File: config.mk
export PLATFORM = sky130hd
export DESIGN_NAME = cpu_control
export DESIGN_NICKNAME = d
export VERILOG_FILES = /design/src/cpu_pkg.sv /design/src/cpu_control.sv
export VERILOG_INCLUDE_DIRS = /design/src
export SDC_FILE = /design/constraint.sdc
export NUM_CORES = 1
export LEC_CHECK = 0
export ABC_AREA = 1
export BUFFER_PORTS_ARGS = -buffer_cell sky130_fd_sc_hd__buf_2
export CORE_MARGIN = 2
export CORE_UTILIZATION = 27
export CTS_CLUSTER_SIZE = 25
export DETAILED_ROUTE_END_ITERATION = 8
export GPL_ROUTABILITY_DRIVEN = 0
export SETUP_SLACK_MARGIN = 0.02
export SLEW_MARGIN = 25
export SYNTH_ARGS = -nofsm -noshare
export SYNTH_HDL_FRONTEND = slang
export SYNTH_SLANG_ARGS = --single-unit
File: constraint.sdc
create_clock -name clk -period 2.7 [get_ports clk]
set_input_delay 0 -clock clk [delete_from_list [all_inputs] [get_ports clk]]
set_output_delay 0 -clock clk [all_outputs]
set_load 0.05 [all_outputs]
File: src/cpu_config.svh
`ifndef CPU_CONFIG_SVH
`define CPU_CONFIG_SVH

// Word and register file sizes, fixed by the instruction format
`define CPU_XLEN      32
`define CPU_NUM_REGS  16

// Architectural register roles
`define CPU_PC_IDX    15
`define CPU_LR_IDX    14

// First fetch address
`define CPU_RESET_PC  32'h0000_0000

`endif

File: src/cpu_pkg.sv
`default_nettype none

`include "cpu_config.svh"

package cpu_pkg;

  typedef logic [`CPU_XLEN-1:0] word_t;

  // ======================================================================
  // Encodings
  // ======================================================================

  typedef enum logic [3:0] {
    COND_EQ = 4'b0000,
    COND_NE = 4'b0001,
    COND_CS = 4'b0010,
    COND_CC = 4'b0011,
    COND_MI = 4'b0100,
    COND_PL = 4'b0101,
    COND_VS = 4'b0110,
    COND_VC = 4'b0111,
    COND_HI = 4'b1000,
    COND_LS = 4'b1001,
    COND_GE = 4'b1010,
    COND_LT = 4'b1011,
    COND_GT = 4'b1100,
    COND_LE = 4'b1101,
    COND_AL = 4'b1110,
    COND_NV = 4'b1111
  } cond_e;

  // Data-processing opcodes keep their instruction encoding
  typedef enum logic [3:0] {
    OP_AND    = 4'b0000,
    OP_EOR    = 4'b0001,
    OP_SUB    = 4'b0010,
    OP_RSB    = 4'b0011,
    OP_ADD    = 4'b0100,
    OP_CMP    = 4'b1010,
    OP_ORR    = 4'b1100,
    OP_MOV    = 4'b1101,
    OP_BIC    = 4'b1110,
    OP_PASS_B = 4'b1111   // MVN slot, unused by the subset
  } alu_op_e;

  typedef enum logic [1:0] {
    SH_LSL = 2'b00,
    SH_LSR = 2'b01,
    SH_ASR = 2'b10,
    SH_ROR = 2'b11
  } shift_e;

  typedef enum logic [2:0] {
    RESET_ADDR,
    FETCH,
    EXECUTE,
    MEMORY,
    PC_ADDR
  } cpu_state_e;

  typedef enum logic [2:0] {
    B_NONE,
    B_IMM,
    B_READ_DATA,
    B_REG_RM,
    B_REG_RD
  } b_src_e;

  typedef enum logic [1:0] {
    WB_NONE,
    WB_RD,
    WB_LR
  } wb_sel_e;

  typedef enum logic [1:0] {
    ADDR_HOLD,
    ADDR_ALU,
    ADDR_PC
  } addr_src_e;

  typedef struct packed {
    logic n;
    logic z;
    logic c;
    logic v;
  } flags_t;

  // ======================================================================
  // Instruction register views
  // ======================================================================

  typedef struct packed {
    cond_e       cond;
    logic [1:0]  cls;
    logic        imm_flag;
    alu_op_e     opcode;
    logic        s_bit;
    logic [3:0]  rn;
    logic [3:0]  rd;
    logic [11:0] operand2;
  } dp_fields_t;

  // Single data transfer, P/B/W bits are fixed by the subset
  typedef struct packed {
    logic [7:0]  head;
    logic        up_bit;
    logic [1:0]  byte_wb;
    logic        load_bit;
    logic [7:0]  reg_fields;
    logic [11:0] offset12;
  } mem_fields_t;

  typedef struct packed {
    logic [6:0]  head;
    logic        link;
    logic [23:0] offset24;
  } br_fields_t;

  typedef union packed {
    dp_fields_t  dp;
    mem_fields_t mem;
    br_fields_t  br;
  } instr_t;

  // ======================================================================
  // Control word and memory bus
  // ======================================================================

  typedef struct packed {
    alu_op_e   alu_op;
    shift_e    shift_kind;
    logic [4:0] shift_amount;
    logic      rotate_imm;
    b_src_e    b_src;
    word_t     b_imm;
    wb_sel_e   writeback;
    logic      load_writeback;
    logic      set_flags;
    logic      latch_ir;
    logic      pc_incr;
    logic      pc_branch;
    addr_src_e addr_src;
    logic      read_en;
    logic      write_en;
    logic      instr_done;
  } control_t;

  typedef struct packed {
    word_t addr;
    logic  read_en;
    logic  write_en;
    word_t wdata;
  } mem_req_t;

endpackage

`default_nettype wire

File: src/cpu_control.sv
`default_nettype none

module cpu_control
  import cpu_pkg::*;
(
  input  logic     clk,
  input  logic     reset,
  input  instr_t   ir,
  input  flags_t   flags,
  output control_t ctrl
);

  cpu_state_e state;
  cpu_state_e state_next;
  logic       cond_pass;
  logic       is_dp;
  logic       is_mem;
  logic       is_branch;
  word_t      branch_offset;

  function automatic logic eval_cond(cond_e cond, flags_t f);
    logic pass;
    case (cond)
      COND_EQ: pass = f.z;
      COND_NE: pass = !f.z;
      COND_CS: pass = f.c;
      COND_CC: pass = !f.c;
      COND_MI: pass = f.n;
      COND_PL: pass = !f.n;
      COND_VS: pass = f.v;
      COND_VC: pass = !f.v;
      COND_HI: pass = f.c && !f.z;
      COND_LS: pass = !f.c || f.z;
      COND_GE: pass = (f.n == f.v);
      COND_LT: pass = (f.n != f.v);
      COND_GT: pass = !f.z && (f.n == f.v);
      COND_LE: pass = f.z || (f.n != f.v);
      COND_AL: pass = 1'b1;
      default: pass = 1'b0;
    endcase
    return pass;
  endfunction

  // ======================================================================
  // Decode
  // ======================================================================

  assign cond_pass = eval_cond(ir.dp.cond, flags);
  assign is_dp     = (ir.dp.cls == 2'b00);
  assign is_mem    = (ir.dp.cls == 2'b01);
  assign is_branch = (ir.dp.cls == 2'b10) && ir.dp.imm_flag;

  // PC already points at fetch + 4, the extra 4 makes fetch + 8
  assign branch_offset = {{6{ir.br.offset24[23]}}, ir.br.offset24, 2'b00} + 32'd4;

  // ======================================================================
  // State machine
  // ======================================================================

  always_ff @(posedge clk) begin
    if (reset) begin
      state <= RESET_ADDR;
    end else begin
      state <= state_next;
    end
  end

  always_comb begin
    case (state)
      RESET_ADDR: state_next = FETCH;
      FETCH:      state_next = EXECUTE;
      EXECUTE:    state_next = (is_mem && cond_pass) ? MEMORY : PC_ADDR;
      MEMORY:     state_next = PC_ADDR;
      PC_ADDR:    state_next = FETCH;
      default:    state_next = RESET_ADDR;
    endcase
  end

  // ======================================================================
  // Control word
  // ======================================================================

  always_comb begin
    ctrl            = '0;
    ctrl.alu_op     = OP_PASS_B;
    ctrl.shift_kind = SH_LSL;
    ctrl.b_src      = B_NONE;
    ctrl.writeback  = WB_NONE;
    ctrl.addr_src   = ADDR_HOLD;
    case (state)
      RESET_ADDR: begin
        ctrl.addr_src = ADDR_PC;
      end
      FETCH: begin
        ctrl.read_en  = 1'b1;
        ctrl.latch_ir = 1'b1;
        ctrl.pc_incr  = 1'b1;
      end
      EXECUTE: begin
        // Failed condition leaves the word idle
        if (cond_pass && is_dp) begin
          ctrl.alu_op    = ir.dp.opcode;
          ctrl.set_flags = ir.dp.s_bit || (ir.dp.opcode == OP_CMP);
          ctrl.writeback = (ir.dp.opcode == OP_CMP) ? WB_NONE : WB_RD;
          if (ir.dp.imm_flag) begin
            ctrl.b_src        = B_IMM;
            ctrl.b_imm        = {24'd0, ir.dp.operand2[7:0]};
            ctrl.shift_kind   = SH_ROR;
            ctrl.shift_amount = {1'b0, ir.dp.operand2[11:8]};
            ctrl.rotate_imm   = 1'b1;
          end else begin
            ctrl.b_src        = B_REG_RM;
            ctrl.shift_kind   = shift_e'(ir.dp.operand2[6:5]);
            ctrl.shift_amount = ir.dp.operand2[11:7];
          end
        end else if (cond_pass && is_mem) begin
          ctrl.alu_op   = ir.mem.up_bit ? OP_ADD : OP_SUB;
          ctrl.b_src    = B_IMM;
          ctrl.b_imm    = {20'd0, ir.mem.offset12};
          ctrl.addr_src = ADDR_ALU;
        end else if (cond_pass && is_branch) begin
          ctrl.alu_op    = OP_ADD;
          ctrl.b_src     = B_IMM;
          ctrl.b_imm     = branch_offset;
          ctrl.pc_branch = 1'b1;
          ctrl.writeback = ir.br.link ? WB_LR : WB_NONE;
        end
      end
      MEMORY: begin
        if (ir.mem.load_bit) begin
          ctrl.read_en        = 1'b1;
          ctrl.b_src          = B_READ_DATA;
          ctrl.load_writeback = 1'b1;
        end else begin
          ctrl.write_en = 1'b1;
          ctrl.b_src    = B_REG_RD;
        end
      end
      PC_ADDR: begin
        ctrl.addr_src   = ADDR_PC;
        ctrl.instr_done = 1'b1;
      end
      default: ;
    endcase
  end

  // ======================================================================
  // Checks
  // ======================================================================

  assert property (@(posedge clk) disable iff (reset)
    state inside {RESET_ADDR, FETCH, EXECUTE, MEMORY, PC_ADDR})
  else $error("cpu_control: illegal state %h", state);

  // Completion only closes an executed instruction
  assert property (@(posedge clk) disable iff (reset)
    ctrl.instr_done |-> (state == PC_ADDR) && ($past(state) inside {EXECUTE, MEMORY}))
  else $error("cpu_control: instr_done outside PC_ADDR");

endmodule

`default_nettype wire

## Word-level counts from Yosys, hierarchy flattened

Cells that the tools add are included.

| word-level totals | value |
|---|---|
| output and inout port bits | 59 |
| bits of input ports | 38 |
| bits in registers | 3 |

| cells by class | value |
|---|---|
| eq/ne operators | 23 |
| add/sub/neg operators | 1 |
| multiplexer cells | 37 |
| reductions and logical operators | 17 |

Operators by type and width:

| cell | count |
|---|---|
| $mux 37 | 1 |
| $mux 35 | 1 |
| $mux 34 | 1 |
| $mux 33 | 1 |
| $eq 4x4->1 const B | 8 |
| $add 26x4->27 const B | 1 |
| $eq 4x3->1 const B | 4 |
| $mux 8 | 2 |
| $pmux 1 s15 | 1 |
| $mux 1 | 13 |
| $mux 12 | 1 |
| $mux 3 | 4 |
| $mux 4 | 3 |
| $pmux 3 s4 | 1 |
| $eq 4x2->1 const B | 2 |
| $mux 2 | 4 |
| $mux 7 | 1 |
| $eq 3x2->1 const B | 2 |
| $logic_and 1x1->1 | 6 |
| $pmux 3 s2 | 1 |
| $eq 4x1->1 const B | 1 |
| $logic_not 1->1 | 4 |
| $logic_not 4->1 | 1 |
| $pmux 2 s2 | 1 |
| other kinds (11) | 13 |

## Longest topological paths before layout

| depth | value |
|---|---|
| depth after elaboration | 8 |
| gate-level depth with buffers | 15 |
| mapped depth without buffers | 15 |

## Worst setup path after synthesis

Ideal clock, no wire load.

| timing | value |
|---|---|
| path type | register -> output |
| start point | register state[1] |
| end point | output ctrl[33] (netlist name) |
| cell stages (with the launch flop) | 8 |
| slack | 0.584 ns |
| buffers on the path | 1 |
| data required time | 2.700 ns |
| data arrival time | 2.116 ns |
| path through | dfxtp_1 inv_1 nor3_4 inv_1 clkbuf_8 nor2_8 o21ai_0 nor2_1 |

RTL lines:

| what | line | RTL |
|---|---|---|
| from (decl) | cpu_control.sv:13 | `cpu_state_e state;` |
| from (signal assigned) | cpu_control.sv:64 | `state <= state_next;` |
| to (decl) | cpu_control.sv:10 | `output control_t ctrl` |

==> impl_metrics.env <==
export IMPL_regMostFlops="state"
export IMPL_clk_pin_slew_ps=30
export IMPL_clockBufferDepth=2
export IMPL_vias=2085
export IMPL_power_mw=0.4522
export IMPL_critical_path_peak_fanout=11
export IMPL_max_cap_violations=0
export IMPL_die_x_um=80.75
export IMPL_critical_path_arrival_ps=2180
export IMPL_design_area_sq_um=2136
export IMPL_yosys_area_top_type="nand2_1"
export IMPL_routed_wl_met2_mm=2.530
export IMPL_ys_ff_latch=3
export IMPL_seq_area_sq_um=60.06
export IMPL_synth_edf_count=0
export IMPL_grt_remaining_overflow=0
export IMPL_cts_tree="built"
export IMPL_synth_cells=288
export IMPL_instances_no_fill=451
export IMPL_multi_input_area_sq_um=1272
export IMPL_die_h_um=80.75
export IMPL_drive_gt1_share_pct=36.41
export IMPL_hold_ws_ps=290.6
export IMPL_io_buffer_count=96
export IMPL_final_setup_viol_count=0
export IMPL_worstSetupEndpointType="output port"
export IMPL_ir_drop_v=0.0003281
export IMPL_critPathKind="reg -> out"
export IMPL_seq_area_frac_synth_pct=3.777
export IMPL_rsz0062_at_grt="no"
export IMPL_status="complete, no violations"
export IMPL_dr_max_layer_used="met4"
export IMPL_synth_most_common_cell="nand2_1"
export IMPL_cts_sinks=3
export IMPL_htreeDepth=1
export IMPL_final_period_utilization_pct=80.88
export IMPL_synthTopCellsByCount="nand2_1, nor2_1, inv_1, nand3_1, a21oi_1"
export IMPL_clk_latency_ps=210
export IMPL_ys_async_sr_fraction_pct=0
export IMPL_die_area_sq_um=6520
export IMPL_grt_pass1_vias=1939
export IMPL_skew_ps=0.8666
export IMPL_largestRegisters="state: 3 flops"
export IMPL_wl_met1_mm=2.455
export IMPL_grt_max_degree=13
export IMPL_grt_first_pass_wirelength_mm=8.452
export IMPL_cts_root_buffer_cell="clkbuf_8"
export IMPL_r2r_slack_ps=1010
export IMPL_antenna_left=0
export IMPL_fp_row_count=27
export IMPL_start_util_pct=28.36
export IMPL_drtIter0Drc=131
export IMPL_syn_area_sq_um=1590
export IMPL_dpl_instance_area_sq_um=2081
export IMPL_cts_resized=0
export IMPL_yosysUniqueCellTypes=41
export IMPL_cp_required_ps=2700
export IMPL_via_per_inst=4.623
export IMPL_min_path_type="in -> reg"
export IMPL_insertedDiodeCount=0
export IMPL_synth_top_cells_by_area="nand2_1, nor2_1, inv_1, nand3_1, a21oi_1"
export IMPL_fillers=667
export IMPL_wl_met3_um=285
export IMPL_tightest_slew_ps=573.4
export IMPL_tns_ps=0
export IMPL_synth_fp_nets=327
export IMPL_worst_setup_path_start_kind="register"
export IMPL_area_delta_synth_final_pct=34.30
export IMPL_dr_pass1_iters=4
export IMPL_num_io_pins=97
export IMPL_dp_cells=446
export IMPL_coreArea_sq_um=5608
export IMPL_fmax_mhz=457.9
export IMPL_drc=0
export IMPL_antenna_found_initial=0
export IMPL_final_max_slew_violation_count=0
export IMPL_timing_final_ws_setup_ps=516.2
export IMPL_cts_inserted_buffers=3
export IMPL_nets=419
export IMPL_synth_ff_type="dfxtp_1"
export IMPL_maxSlewHeadroom_pct=61.73
export IMPL_hold_violations=0
export IMPL_final_util_pct=38.09
export IMPL_p_per_area_nw_per_um2=211.7
export IMPL_yosysWarnings=0
export IMPL_grt_total_usage_pct=15.85
export IMPL_leakagePower_nw=1.216
export IMPL_dpl_worst_slack_ps=717.2
export IMPL_synth_top_area_share_pct=16.52
export IMPL_hpwlAfterDp_mm=4.490
export IMPL_largest_register_ffs=3
export IMPL_drt_wl_total_mm=5.317
export IMPL_routedWlPerCell_um=11.79
export IMPL_synth_area_per_cell_sq_um=5.522
export IMPL_finalCriticalPeriod_ps=2184
worst max-delay path: stages (launching register included):
cell	delay, ps
dfxtp_1	360
inv_1	90
nor3_4	350
inv_1	380
nor2_4	280
nand2_2	100
o21ai_2	130
buf_2	270
layout by cell type (no fill, tap or decap), drive strengths merged:
master       synthesis  routed
and3                 1       1
or2                  1       1
dlygate4sd3          0       1
o21ai                7       7
ha                   1       1
a31oi                3       3
o21a                 2       2
a21boi               2       2
buf                  9      96
nor2                61      61
clkbuf               1       4
nor4                 1       1
xor2                 8       8
clkinv               1       1
nand4                7       7
dfxtp                3       3
nand3               19      19
o31ai                1       1
xnor2                2       2
o2111ai              4       4
nor3                13      13
nand2               79      79
inv                 45      45
a21oi               17      17
routing by layer:
| layer | GRT usage (%) | vias up |
|---|---|---|
| met1 | 21.29 | 924 |
| met5 | 0 | - |
| met2 | 27.67 | 60 |
| li1 | - | 1097 |
| met3 | 1.222 | 4 |
| met4 | 3.559 | 0 |
final timing paths:
path | startpoint | end | cells past startpoint
hold reg to reg | state[1] | state[1] | 3
hold / removal | ir[27] | state[2] | 5
setup reg to reg | state[1] | state[1] | 6
setup / recovery | state[1] | ctrl[49] | 7
logic make-up after synthesis:
family                   Yosys count  synth area share [%]
XOR/XNOR                          10                 5.508
flip-flops                         3                 3.777
buffers and inverters             56                 16.21
adder cells (fa/ha/maj)            1                0.7867
AND/OR/NAND/NOR                  182                 58.77
AO/OA/AOI/OAI                     36                 14.95
power breakdown:
part	total (mW)	internal [mW]	switching [mW]
registers	0.0527	0.0484	0.00424
clock network	0.129	0.101	0.0283
logic	0.271	0.0745	0.196
total	0.452	0.224	0.229
cell type report:
type                    instances  share of cell area [%]
well taps                      72                   4.218
inverters                      46                   8.319
clock buffers                   4                   2.109
multi-input cells             229                   59.58
repair buffers                 97                   22.96
flip-flops and latches          3                   2.812
timing repair:
item	4_1_cts	5_1_grt
buffers inserted	0	0
hold buffers	1	0
endpoints found under the hold margin	3	0
No activity file was read; power rests on OpenSTA's default activity.
